**src/hw/long_exec_pkg.sv**
```systemverilog
////////////////////
// shared widths, opcode encoding and scoreboard size for long_exec
// referenced as long_exec_pkg::name from every rtl file
////////////////////
`default_nettype none

package long_exec_pkg;

    localparam int XLEN       = 32;  // data path width
    localparam int REG_ADDR_W = 5;   // 32 architectural regs
    localparam int ID_W       = 2;   // commit id width
    localparam int NUM_IDS    = 4;   // scoreboard entries, long ops in flight
    localparam int OP_W       = 3;

    // opcode encoding, LI is the only short op
    localparam logic [OP_W-1:0] OP_LI    = 3'd0;
    localparam logic [OP_W-1:0] OP_MUL   = 3'd1;  // low word of product
    localparam logic [OP_W-1:0] OP_MULHU = 3'd2;  // high word, unsigned
    localparam logic [OP_W-1:0] OP_DIVU  = 3'd3;
    localparam logic [OP_W-1:0] OP_REMU  = 3'd4;

endpackage

`default_nettype wire

```
**src/hw/commit_arbiter.sv**
```systemverilog
////////////////////
// picks one finished unit per cycle, multiplier first
// rd per commit id is recorded at dispatch
////////////////////
`timescale 1ns/1ps
`default_nettype none

module commit_arbiter (
    input  logic                                 clk,
    input  logic                                 rst_n,
    input  logic                                 issue_valid_i,
    input  logic [long_exec_pkg::ID_W-1:0]       issue_id_i,
    input  logic [long_exec_pkg::REG_ADDR_W-1:0] issue_rd_i,
    input  logic                                 mul_done_i,
    input  logic [long_exec_pkg::XLEN-1:0]       mul_result_i,
    input  logic [long_exec_pkg::ID_W-1:0]       mul_id_i,
    input  logic                                 div_done_i,
    input  logic [long_exec_pkg::XLEN-1:0]       div_result_i,
    input  logic [long_exec_pkg::ID_W-1:0]       div_id_i,
    output logic                                 mul_grant_o,
    output logic                                 div_grant_o,
    output logic                                 commit_valid_o,
    output logic [long_exec_pkg::ID_W-1:0]       commit_id_o,
    output logic [long_exec_pkg::REG_ADDR_W-1:0] commit_rd_o,
    output logic [long_exec_pkg::XLEN-1:0]       commit_data_o
);

    logic [long_exec_pkg::REG_ADDR_W-1:0] rd_tab [long_exec_pkg::NUM_IDS];

    // cleared so a stray id never points at a live reg
    always_ff @(posedge clk or negedge rst_n) begin
        if (!rst_n) begin
            for (int i = 0; i < long_exec_pkg::NUM_IDS; i++) begin
                rd_tab[i] <= '0;
            end
        end else if (issue_valid_i) begin
            rd_tab[issue_id_i] <= issue_rd_i;
        end
    end

    // fixed priority, losing divider keeps done high
    assign mul_grant_o = mul_done_i;
    assign div_grant_o = div_done_i & ~mul_done_i;

    assign commit_valid_o = mul_done_i | div_done_i;
    assign commit_id_o    = mul_done_i ? mul_id_i : div_id_i;
    assign commit_data_o  = mul_done_i ? mul_result_i : div_result_i;
    assign commit_rd_o    = rd_tab[commit_id_o];

endmodule

`default_nettype wire

```
**src/hw/issue_ctrl.sv**
```systemverilog
////////////////////
// four-phase req/ack front end
// checks hazards and unit availability, issues once per request,
// writes LI directly and starts mul or div for long ops
////////////////////
`timescale 1ns/1ps
`default_nettype none

module issue_ctrl (
    input  logic                                 clk,
    input  logic                                 rst_n,
    input  logic                                 req_i,
    input  logic [long_exec_pkg::OP_W-1:0]       op_i,
    input  logic [long_exec_pkg::REG_ADDR_W-1:0] rd_i,
    input  logic [long_exec_pkg::REG_ADDR_W-1:0] rs1_i,
    input  logic [long_exec_pkg::REG_ADDR_W-1:0] rs2_i,
    input  logic [long_exec_pkg::XLEN-1:0]       imm_i,
    output logic                                 ack_o,
    input  logic                                 hazard_stall_i,
    input  logic                                 table_full_i,
    input  logic [long_exec_pkg::ID_W-1:0]       alloc_id_i,
    output logic                                 new_long_valid_o,
    input  logic [long_exec_pkg::XLEN-1:0]       rs1_data_i,
    input  logic [long_exec_pkg::XLEN-1:0]       rs2_data_i,
    input  logic                                 mul_busy_i,
    input  logic                                 div_busy_i,
    output logic                                 mul_start_o,
    output logic                                 div_start_o,
    output logic [long_exec_pkg::XLEN-1:0]       opa_o,
    output logic [long_exec_pkg::XLEN-1:0]       opb_o,
    output logic                                 sel_hi_o,
    output logic [long_exec_pkg::ID_W-1:0]       issue_id_o,
    output logic [long_exec_pkg::REG_ADDR_W-1:0] issue_rd_o,
    output logic                                 li_we_o,
    output logic [long_exec_pkg::REG_ADDR_W-1:0] li_rd_o,
    output logic [long_exec_pkg::XLEN-1:0]       li_data_o
);

    logic is_li;
    logic is_mul;
    logic is_div;
    logic unit_free;
    logic fire;
    logic ack_q;

    assign is_li  = (op_i == long_exec_pkg::OP_LI);
    assign is_mul = (op_i == long_exec_pkg::OP_MUL) || (op_i == long_exec_pkg::OP_MULHU);
    assign is_div = (op_i == long_exec_pkg::OP_DIVU) || (op_i == long_exec_pkg::OP_REMU);

    // long op needs its unit idle and a scoreboard slot
    assign unit_free = (is_mul && !mul_busy_i) || (is_div && !div_busy_i);

    // ack low means this request has not been taken yet
    assign fire = req_i && !ack_q && !hazard_stall_i
                  && (is_li || (unit_free && !table_full_i));

    always_ff @(posedge clk or negedge rst_n) begin
        if (!rst_n) begin
            ack_q <= 1'b0;
        end else if (fire) begin
            ack_q <= 1'b1;
        end else if (!req_i) begin
            ack_q <= 1'b0;  // return to idle once source drops req
        end
    end

    assign ack_o = ack_q;

    // dispatch, all sampled at the accepting edge
    assign new_long_valid_o = fire && !is_li;
    assign mul_start_o      = fire && is_mul;
    assign div_start_o      = fire && is_div;
    assign opa_o            = rs1_data_i;  // rf already bypasses commits
    assign opb_o            = rs2_data_i;
    assign sel_hi_o         = (op_i == long_exec_pkg::OP_MULHU) ||
                              (op_i == long_exec_pkg::OP_REMU);  // hi / rem
    assign issue_id_o       = alloc_id_i;
    assign issue_rd_o       = rd_i;

    // LI writes the rf second port at the accept edge
    assign li_we_o   = fire && is_li;
    assign li_rd_o   = rd_i;
    assign li_data_o = imm_i;

endmodule

`default_nettype wire

```
**src/hw/iter_divider.sv**
```systemverilog
////////////////////
// restoring unsigned divider, 32 steps plus a select cycle
// done rises 33 cycles after start, held until grant;
// x/0 gives quotient all ones and remainder x
////////////////////
`timescale 1ns/1ps
`default_nettype none

module iter_divider (
    input  logic                           clk,
    input  logic                           rst_n,
    input  logic                           start_i,
    input  logic [long_exec_pkg::XLEN-1:0] a_i,      // dividend
    input  logic [long_exec_pkg::XLEN-1:0] b_i,      // divisor
    input  logic                           sel_rem_i,
    input  logic [long_exec_pkg::ID_W-1:0] id_i,
    input  logic                           grant_i,
    output logic                           busy_o,
    output logic                           done_o,
    output logic [long_exec_pkg::XLEN-1:0] result_o,
    output logic [long_exec_pkg::ID_W-1:0] id_o
);

    logic                           running;
    logic [5:0]                     cnt;      // 0..31 steps, 32 select
    logic [long_exec_pkg::XLEN-1:0] rem;
    logic [long_exec_pkg::XLEN-1:0] quo;
    logic [long_exec_pkg::XLEN-1:0] dvsr;
    logic                           sel_rem;
    logic [long_exec_pkg::XLEN:0]   shifted;
    logic [long_exec_pkg::XLEN:0]   diff;
    logic                           ge;

    // trial subtract on the shifted partial remainder
    assign shifted = {rem, quo[31]};
    assign diff    = shifted - {1'b0, dvsr};
    assign ge      = ~diff[32];  // no borrow

    always_ff @(posedge clk or negedge rst_n) begin
        if (!rst_n) begin
            running <= 1'b0;
            done_o  <= 1'b0;
            cnt     <= '0;
        end else if (start_i) begin
            running <= 1'b1;
            cnt     <= '0;
        end else if (running) begin
            cnt <= cnt + 6'd1;
            if (cnt == 6'd32) begin  // select cycle
                running <= 1'b0;
                done_o  <= 1'b1;
            end
        end else if (grant_i) begin
            done_o <= 1'b0;
        end
    end

    always_ff @(posedge clk) begin
        if (start_i) begin
            rem     <= '0;
            quo     <= a_i;  // dividend shifts out as quotient shifts in
            dvsr    <= b_i;
            sel_rem <= sel_rem_i;
            id_o    <= id_i;
        end else if (running && cnt != 6'd32) begin
            rem <= ge ? diff[31:0] : shifted[31:0];
            quo <= {quo[30:0], ge};
        end else if (running) begin
            // riscv divide by zero rule
            if (dvsr == '0) begin
                result_o <= sel_rem ? rem : '1;
            end else begin
                result_o <= sel_rem ? rem : quo;
            end
        end
    end

    assign busy_o = running | done_o;

endmodule

`default_nettype wire

```
**src/hw/iter_multiplier.sv**
```systemverilog
////////////////////
// 32x32 unsigned shift-add multiplier, one bit per cycle
// done rises 32 cycles after start and holds until grant
////////////////////
`timescale 1ns/1ps
`default_nettype none

module iter_multiplier (
    input  logic                           clk,
    input  logic                           rst_n,
    input  logic                           start_i,
    input  logic [long_exec_pkg::XLEN-1:0] a_i,
    input  logic [long_exec_pkg::XLEN-1:0] b_i,
    input  logic                           sel_hi_i,
    input  logic [long_exec_pkg::ID_W-1:0] id_i,
    input  logic                           grant_i,
    output logic                           busy_o,
    output logic                           done_o,
    output logic [long_exec_pkg::XLEN-1:0] result_o,
    output logic [long_exec_pkg::ID_W-1:0] id_o
);

    logic                             running;
    logic [4:0]                       cnt;
    logic [long_exec_pkg::XLEN-1:0]   mcand;
    logic [2*long_exec_pkg::XLEN-1:0] prod;   // {acc, multiplier bits left}
    logic                             sel_hi;
    logic [long_exec_pkg::XLEN:0]     sum;    // carry out kept

    // add multiplicand into the upper half when lsb set
    assign sum = prod[0] ? {1'b0, prod[63:32]} + {1'b0, mcand}
                         : {1'b0, prod[63:32]};

    always_ff @(posedge clk or negedge rst_n) begin
        if (!rst_n) begin
            running <= 1'b0;
            done_o  <= 1'b0;
            cnt     <= '0;
        end else if (start_i) begin
            running <= 1'b1;
            cnt     <= '0;
        end else if (running) begin
            cnt <= cnt + 5'd1;
            if (cnt == 5'd31) begin  // last step
                running <= 1'b0;
                done_o  <= 1'b1;
            end
        end else if (grant_i) begin
            done_o <= 1'b0;
        end
    end

    always_ff @(posedge clk) begin
        if (start_i) begin
            mcand  <= a_i;
            prod   <= {32'd0, b_i};
            sel_hi <= sel_hi_i;
            id_o   <= id_i;
        end else if (running) begin
            prod <= {sum, prod[31:1]};  // shift right one
        end
    end

    assign busy_o   = running | done_o;  // idle only after grant
    assign result_o = sel_hi ? prod[63:32] : prod[31:0];

endmodule

`default_nettype wire

```
**src/hw/long_exec_top.sv**
```systemverilog
////////////////////
// long-latency execution subsystem top
// one instruction per four-phase req/ack, results on two wb ports
////////////////////
`timescale 1ns/1ps
`default_nettype none

module long_exec_top (
    input  logic                                 clk,
    input  logic                                 rst_n,
    input  logic                                 req_i,
    input  logic [long_exec_pkg::OP_W-1:0]       op_i,
    input  logic [long_exec_pkg::REG_ADDR_W-1:0] rd_i,
    input  logic [long_exec_pkg::REG_ADDR_W-1:0] rs1_i,
    input  logic [long_exec_pkg::REG_ADDR_W-1:0] rs2_i,
    input  logic [long_exec_pkg::XLEN-1:0]       imm_i,
    output logic                                 ack_o,
    output logic                                 short_wb_valid_o,
    output logic [long_exec_pkg::REG_ADDR_W-1:0] short_wb_rd_o,
    output logic [long_exec_pkg::XLEN-1:0]       short_wb_data_o,
    output logic                                 long_wb_valid_o,
    output logic [long_exec_pkg::REG_ADDR_W-1:0] long_wb_rd_o,
    output logic [long_exec_pkg::XLEN-1:0]       long_wb_data_o,
    output logic                                 busy_o
);

    logic                                 hazard_stall;
    logic                                 table_full;
    logic [long_exec_pkg::ID_W-1:0]       alloc_id;
    logic                                 new_long_valid;
    logic [long_exec_pkg::XLEN-1:0]       rs1_data;
    logic [long_exec_pkg::XLEN-1:0]       rs2_data;
    logic                                 mul_busy;
    logic                                 div_busy;
    logic                                 mul_start;
    logic                                 div_start;
    logic [long_exec_pkg::XLEN-1:0]       opa;
    logic [long_exec_pkg::XLEN-1:0]       opb;
    logic                                 sel_hi;
    logic [long_exec_pkg::ID_W-1:0]       issue_id;
    logic [long_exec_pkg::REG_ADDR_W-1:0] issue_rd;
    logic                                 mul_done;
    logic                                 div_done;
    logic [long_exec_pkg::XLEN-1:0]       mul_result;
    logic [long_exec_pkg::XLEN-1:0]       div_result;
    logic [long_exec_pkg::ID_W-1:0]       mul_id;
    logic [long_exec_pkg::ID_W-1:0]       div_id;
    logic                                 mul_grant;
    logic                                 div_grant;
    logic [long_exec_pkg::ID_W-1:0]       commit_id;

    long_hazard_unit u_hazard (
        .clk, .rst_n,
        .new_long_valid_i (new_long_valid),
        .new_rd_i         (issue_rd),
        .new_rs1_i        (rs1_i),
        .new_rs2_i        (rs2_i),
        .new_rd_we_i      (1'b1),  // every op writes rd
        .commit_valid_i   (long_wb_valid_o),
        .commit_id_i      (commit_id),
        .hazard_stall_o   (hazard_stall),
        .alloc_id_o       (alloc_id),
        .table_full_o     (table_full),
        .lock_o           (busy_o)
    );

    issue_ctrl u_issue (
        .clk, .rst_n, .req_i, .op_i, .rd_i, .rs1_i, .rs2_i, .imm_i, .ack_o,
        .hazard_stall_i   (hazard_stall),
        .table_full_i     (table_full),
        .alloc_id_i       (alloc_id),
        .new_long_valid_o (new_long_valid),
        .rs1_data_i       (rs1_data),
        .rs2_data_i       (rs2_data),
        .mul_busy_i       (mul_busy),
        .div_busy_i       (div_busy),
        .mul_start_o      (mul_start),
        .div_start_o      (div_start),
        .opa_o            (opa),
        .opb_o            (opb),
        .sel_hi_o         (sel_hi),
        .issue_id_o       (issue_id),
        .issue_rd_o       (issue_rd),
        .li_we_o          (short_wb_valid_o),
        .li_rd_o          (short_wb_rd_o),
        .li_data_o        (short_wb_data_o)
    );

    iter_multiplier u_mul (
        .clk, .rst_n,
        .start_i (mul_start), .a_i (opa), .b_i (opb), .sel_hi_i (sel_hi),
        .id_i (issue_id), .grant_i (mul_grant), .busy_o (mul_busy),
        .done_o (mul_done), .result_o (mul_result), .id_o (mul_id)
    );

    iter_divider u_div (
        .clk, .rst_n,
        .start_i (div_start), .a_i (opa), .b_i (opb), .sel_rem_i (sel_hi),
        .id_i (issue_id), .grant_i (div_grant), .busy_o (div_busy),
        .done_o (div_done), .result_o (div_result), .id_o (div_id)
    );

    commit_arbiter u_arb (
        .clk, .rst_n,
        .issue_valid_i  (new_long_valid),
        .issue_id_i     (issue_id),
        .issue_rd_i     (issue_rd),
        .mul_done_i     (mul_done),
        .mul_result_i   (mul_result),
        .mul_id_i       (mul_id),
        .div_done_i     (div_done),
        .div_result_i   (div_result),
        .div_id_i       (div_id),
        .mul_grant_o    (mul_grant),
        .div_grant_o    (div_grant),
        .commit_valid_o (long_wb_valid_o),
        .commit_id_o    (commit_id),
        .commit_rd_o    (long_wb_rd_o),
        .commit_data_o  (long_wb_data_o)
    );

    // port a long commit, port b LI
    reg_file u_rf (
        .clk, .rst_n,
        .wa_we_i   (long_wb_valid_o),
        .wa_addr_i (long_wb_rd_o),
        .wa_data_i (long_wb_data_o),
        .wb_we_i   (short_wb_valid_o),
        .wb_addr_i (short_wb_rd_o),
        .wb_data_i (short_wb_data_o),
        .ra_addr_i (rs1_i),
        .ra_data_o (rs1_data),
        .rb_addr_i (rs2_i),
        .rb_data_o (rs2_data)
    );

endmodule

`default_nettype wire

```
**src/hw/long_hazard_unit.sv**
```systemverilog
////////////////////
// scoreboard for long ops in flight
// flags raw/waw against pending rd, hands out commit ids,
// lock is high while any entry is valid
////////////////////
`timescale 1ns/1ps
`default_nettype none

module long_hazard_unit (
    input  logic                                   clk,
    input  logic                                   rst_n,
    input  logic                                   new_long_valid_i,  // accepted long op
    input  logic [long_exec_pkg::REG_ADDR_W-1:0]   new_rd_i,
    input  logic [long_exec_pkg::REG_ADDR_W-1:0]   new_rs1_i,
    input  logic [long_exec_pkg::REG_ADDR_W-1:0]   new_rs2_i,
    input  logic                                   new_rd_we_i,
    input  logic                                   commit_valid_i,
    input  logic [long_exec_pkg::ID_W-1:0]         commit_id_i,
    output logic                                   hazard_stall_o,
    output logic [long_exec_pkg::ID_W-1:0]         alloc_id_o,
    output logic                                   table_full_o,
    output logic                                   lock_o
);

    logic [long_exec_pkg::NUM_IDS-1:0]    ent_valid;
    logic [long_exec_pkg::REG_ADDR_W-1:0] ent_rd [long_exec_pkg::NUM_IDS];
    logic                                 raw_hit;
    logic                                 waw_hit;

    // x0 never creates a dependency
    always_comb begin
        raw_hit = 1'b0;
        waw_hit = 1'b0;
        for (int i = 0; i < long_exec_pkg::NUM_IDS; i++) begin
            // entry retiring this cycle is already visible through the rf bypass
            if (ent_valid[i] && !(commit_valid_i && int'(commit_id_i) == i)) begin
                if ((new_rs1_i != '0 && new_rs1_i == ent_rd[i]) ||
                    (new_rs2_i != '0 && new_rs2_i == ent_rd[i])) begin
                    raw_hit = 1'b1;
                end
                if (new_rd_we_i && new_rd_i != '0 && new_rd_i == ent_rd[i]) begin
                    waw_hit = 1'b1;  // keep write-back order per rd
                end
            end
        end
    end

    assign hazard_stall_o = raw_hit | waw_hit;

    // lowest free slot wins, scan downwards so the last hit is the lowest
    always_comb begin
        alloc_id_o = '0;
        for (int i = long_exec_pkg::NUM_IDS - 1; i >= 0; i--) begin
            if (!ent_valid[i]) begin
                alloc_id_o = i[long_exec_pkg::ID_W-1:0];
            end
        end
    end

    assign table_full_o = &ent_valid;  // retiring slot not reused same cycle
    assign lock_o       = |ent_valid;

    always_ff @(posedge clk or negedge rst_n) begin
        if (!rst_n) begin
            ent_valid <= '0;
        end else begin
            if (commit_valid_i) begin
                ent_valid[commit_id_i] <= 1'b0;
            end
            if (new_long_valid_i) begin
                ent_valid[alloc_id_o] <= 1'b1;  // never the committing slot
            end
        end
    end

    always_ff @(posedge clk) begin
        if (new_long_valid_i) begin
            ent_rd[alloc_id_o] <= new_rd_i;
        end
    end

endmodule

`default_nettype wire

```
**src/hw/reg_file.sv**
```systemverilog
////////////////////
// 32x32 register file, x0 reads zero
// port a takes long commits, port b takes LI; reads bypass both
////////////////////
`timescale 1ns/1ps
`default_nettype none

module reg_file (
    input  logic                                 clk,
    input  logic                                 rst_n,
    input  logic                                 wa_we_i,
    input  logic [long_exec_pkg::REG_ADDR_W-1:0] wa_addr_i,
    input  logic [long_exec_pkg::XLEN-1:0]       wa_data_i,
    input  logic                                 wb_we_i,
    input  logic [long_exec_pkg::REG_ADDR_W-1:0] wb_addr_i,
    input  logic [long_exec_pkg::XLEN-1:0]       wb_data_i,
    input  logic [long_exec_pkg::REG_ADDR_W-1:0] ra_addr_i,
    output logic [long_exec_pkg::XLEN-1:0]       ra_data_o,
    input  logic [long_exec_pkg::REG_ADDR_W-1:0] rb_addr_i,
    output logic [long_exec_pkg::XLEN-1:0]       rb_data_o
);

    logic [long_exec_pkg::XLEN-1:0] regs [32];

    // architectural state starts at zero
    always_ff @(posedge clk or negedge rst_n) begin
        if (!rst_n) begin
            for (int i = 0; i < 32; i++) begin
                regs[i] <= '0;
            end
        end else begin
            if (wa_we_i && wa_addr_i != '0) begin
                regs[wa_addr_i] <= wa_data_i;
            end
            if (wb_we_i && wb_addr_i != '0) begin  // waw stall keeps a and b apart
                regs[wb_addr_i] <= wb_data_i;
            end
        end
    end

    // same-cycle write wins over the stored value
    assign ra_data_o = (ra_addr_i == '0)                    ? '0 :
                       (wa_we_i && wa_addr_i == ra_addr_i)  ? wa_data_i :
                       (wb_we_i && wb_addr_i == ra_addr_i)  ? wb_data_i : regs[ra_addr_i];
    assign rb_data_o = (rb_addr_i == '0)                    ? '0 :
                       (wa_we_i && wa_addr_i == rb_addr_i)  ? wa_data_i :
                       (wb_we_i && wb_addr_i == rb_addr_i)  ? wb_data_i : regs[rb_addr_i];

endmodule

`default_nettype wire

```
**config.mk**
```make
export PLATFORM = sky130hd
export DESIGN_NAME = long_exec_top
export DESIGN_NICKNAME = d
export VERILOG_FILES = /design/src/hw/long_exec_pkg.sv /design/src/hw/commit_arbiter.sv /design/src/hw/issue_ctrl.sv /design/src/hw/iter_divider.sv /design/src/hw/iter_multiplier.sv /design/src/hw/long_exec_top.sv /design/src/hw/long_hazard_unit.sv /design/src/hw/reg_file.sv
export SDC_FILE = /design/constraint.sdc
export NUM_CORES = 2
export LEC_CHECK = 0
export BUFFER_PORTS_ARGS = -buffer_cell sky130_fd_sc_hd__buf_2
export CAP_MARGIN = 20
export CORE_MARGIN = 1.5
export CORE_UTILIZATION = 55
export CTS_BUF_LIST = sky130_fd_sc_hd__clkbuf_8
export CTS_CLUSTER_SIZE = 24
export DETAILED_ROUTE_END_ITERATION = 7
export MAX_ROUTING_LAYER = met4
export PLACE_DENSITY = 0.68
export SLEW_MARGIN = 20
export SYNTH_ARGS = -nofsm -noshare
export SYNTH_HDL_FRONTEND = slang
export SYNTH_SLANG_ARGS = --single-unit
```
**constraint.sdc**
```tcl
create_clock -name clk -period 13.2 [get_ports clk]
set_input_delay 1.32 -clock clk [delete_from_list [all_inputs] [get_ports clk]]
set_output_delay 1.32 -clock clk [all_outputs]
set_load 0.03 [all_outputs]
```
==> impl_metrics.toml <==
[synth]
syn_inst = 8157
syn_area_mm2 = 0.0808
syn-num-nets = 8280
synth_area_per_cell_um2 = 9.91
ys_types = 90
muxShareOfSynthArea = 0.248
synthTopCellsByCount = "a21oi_1 (1,787), nor2_1 (1,726), dfrtp_1 (1,064)"
yosys.area_share.xor_xnor = 0.0149
yosysSeqAreaShare = 0.414
async_flop_share = 0.810
synth_top_area_share = 0.329
synth-compound-area-share = 0.146
yosysWarnings = 0
post-synth-top-count-cell = "a21oi_1"
synth_ff_type = "dfrtp_1"
synth_area_leader_cell = "dfrtp_1"
synthTopCellsByArea = "dfrtp_1 (33%), mux4_2 (18%), a21oi_1 (11%), nor2_1 (8.0%), edfxtp_1 (6.9%)"
synthAdderAreaFrac = 0.0110
synth_simple_gate_area_share = 0.112
ys_seq_elements = 1314
synth_top_family_by_area = "multiplexers"
synth_edf_count = 186

[clocking]
clock_sinks = 1314
cts_hold_buf = 0
cts.path.max_buffers = 3
root_buffer = "clkbuf_8"
cts_tree = "built"
clock_latency_ns = 1.02
htreeDepth = 4
post-cts-setup-buffers = 0
numCtsBuffers = 223
cts.clk_slew.worst_paths_ns = 0.07
cts_resized = 0

[routing]
drcViolationCount = 0
dr.pass1.iters = 7
drt-met1-wl_um = 109000
detail-route-antenna-nets = 0
met3_length_um = 39400
top_layer = "met4"
viasPerCell = 6.85
dr_wl_met2_um = 130000
wl_per_cell_um = 30.3
vias = 67600
initialDrtViolationCount = 9899
routed_wl_um = 298000

[floorplan]
io_pins = 131
start_util = 0.554
std_cell_rows = 140
die_h_um = 386
fp.dieArea_mm2 = 0.149
fp.dieW_um = 386
core_area_mm2 = 0.146

[grt]
gr-usage-all-layers = 0.413
grt_pass1_wl_um = 434000
grt_pass1_vias = 64700
grt_max_degree = 183
grt-ovfl-total = 0
antenna_found_initial = 14

[timing]
layout_min_cycle_time_ns = 6.02
fin_skew_ns = 0.0633
max_freq_mhz = 166
hold_violations = 0
fin_setup_tns_ns = 0
tightest_slew_ns = 1.24
fin_crit_sh = 0.456
rsz0062_at_grt = "false"
setup_viol = 0
slew_headroom = 0.176
finalMaxSlewViolations = 0

[placement]
placed_cell_area_mm2 = 0.0817
gp_congestion = 0.957
place_hpwl_um = 169000
io_buffers = 130

[critical_path]
rr_startpoint = "u_mul.done_o"
ff2ff_setup_slack_ns = 7.23
worstPathArrival_ns = 4.70
critical_path_required_ns = 11.88
max_stage_delay_ns = 0.68
crit_top_cell = "buf_4"
crit_path_end_kind = "primary output"
crit_chain = "buf_4, or4_4, nor2_4, buf_4, nor4_1, o21bai_1, o2111ai_2, nor3_2, buf_4, buf_2"
rr_endpoint = "u_mul.prod[4]"
rr_worst_depth = 12
crit_fanout = 37
worst-setup-path-type = "input pin to primary output"
start_kind = "input pin"
slowest_stage = "buf_4"

[pwr]
fin_total_pwr_w = 0.0167
power.leakage_nw = 32.8
powerDensity_mw_per_mm2 = 193
peakVddDrop_mv = 0.116

[min_path]
min_path_type = "input pin to async pin"

[finish]
nets = 7859
drive_gt1_frac = 0.190
stdcell_area_mm2 = 0.0865
area_delta_synth_final_pct = 7.07

[run]
cap_violations = 0

[outcome]
outcome = "finished clean"
==> critical path: cells and delay by family <==
kind	cells	cell delay, ns
AO/OA/AOI/OAI	2	0.45
buffers and inverters	4	1.74
AND/OR/NAND/NOR	4	1.15
==> cell families (layout without fill, tap and decap cells) <==
| kind of cell | after synthesis | in the layout |
|---|---|---|
| compound gates | 2172 | 2172 |
| xor+xnor | 137 | 137 |
| fa+ha+maj | 70 | 70 |
| buf+inv | 1039 | 807 |
| flops | 1314 | 1314 |
| mux | 1184 | 1184 |
| other cells | 0 | 14 |
| simple gates | 2241 | 2241 |
==> layout make-up <==
cell class	count	area [µm²]
timing repair buffer	269	1960
clock buffer	268	3690
inverter	124	468
antenna	14	35.0
clock inverter	146	925
sequential	1314	33500
multi-input combinational	5804	43500
fill	12000	59200
tap	1917	2400
==> metrics by stage <==
stage / setup slack [ns] / util / hold slack [ns] / std cells
global placement: 6.56 / 0.561 / 0.376 / 9424
CTS: 6.96 / 0.593 / 0.335 / 9839
detailed placement: 6.43 / 0.561 / 0.383 / 9425
global route: 7.01 / 0.594 / 0.394 / 9853
finish: 7.18 / 0.594 / 0.320 / 9856
floorplan: 7.51 / - / 0.441 / 8157
==> where the power goes <==
part	total (W)	internal [W]	switching (W)
Combinational	0.00624	0.00282	0.00342
Clock	0.00385	0.00202	0.00184
Sequential	0.00662	0.00556	0.00106
Total	0.0167	0.0104	0.00632
==> cells in the final DEF (no fill, tap or decap), types with 117 or more instances in the layout <==
| cell type | Yosys | routed |
|---|---|---|
| nor2_1 | 1726 | 1720 |
| edfxtp_1 | 186 | 186 |
| dfrtp_1 | 1064 | 1063 |
| nand2_1 | 254 | 229 |
| buf_4 | 47 | 130 |
| buf_2 | 93 | 119 |
| mux4_2 | 640 | 640 |
| mux2i_1 | 419 | 419 |
| mux2_2 | 117 | 117 |
| inv_1 | 121 | 198 |
| clkbuf_8 | 0 | 268 |
| a21oi_1 | 1787 | 1787 |
==> worst max-delay path by stage <==
stage	start	end	slack, ns
global placement	rs1_i[0]	u_mul.prod[11]	6.56
global route	u_mul.done_o	u_mul.prod[11]	7.01
floorplan	rs1_i[2]	u_div.result_o[0]	7.51
finish	rs1_i[4]	short_wb_valid_o	7.18
CTS	u_mul.done_o	u_mul.prod[11]	6.96
detailed placement	rs1_i[0]	u_mul.prod[10]	6.43
==> state kept, by name, indices dropped and copies added (netlist names), 2 cells and up <==
name	cells
u_rf.regs	1024
u_div.result_o	32
u_hazard.ent_valid	4
u_mul.cnt	5
u_div.dvsr	32
u_div.quo	32
u_div.rem	32
u_hazard.ent_rd	20
u_mul.id_o	2
u_arb.rd_tab	20
u_div.cnt	6
u_mul.mcand	32
u_mul.prod	64
u_div.id_o	2
==> per-layer routing <==
layer / global-route usage / vias up
met2: 0.590 / 4930
met1: 0.522 / 32900
met4: 0.242 / 0
li1: - / 28500
met3: 0.121 / 1265
met5: - / -
No activity file was read; power rests on OpenSTA's default activity.
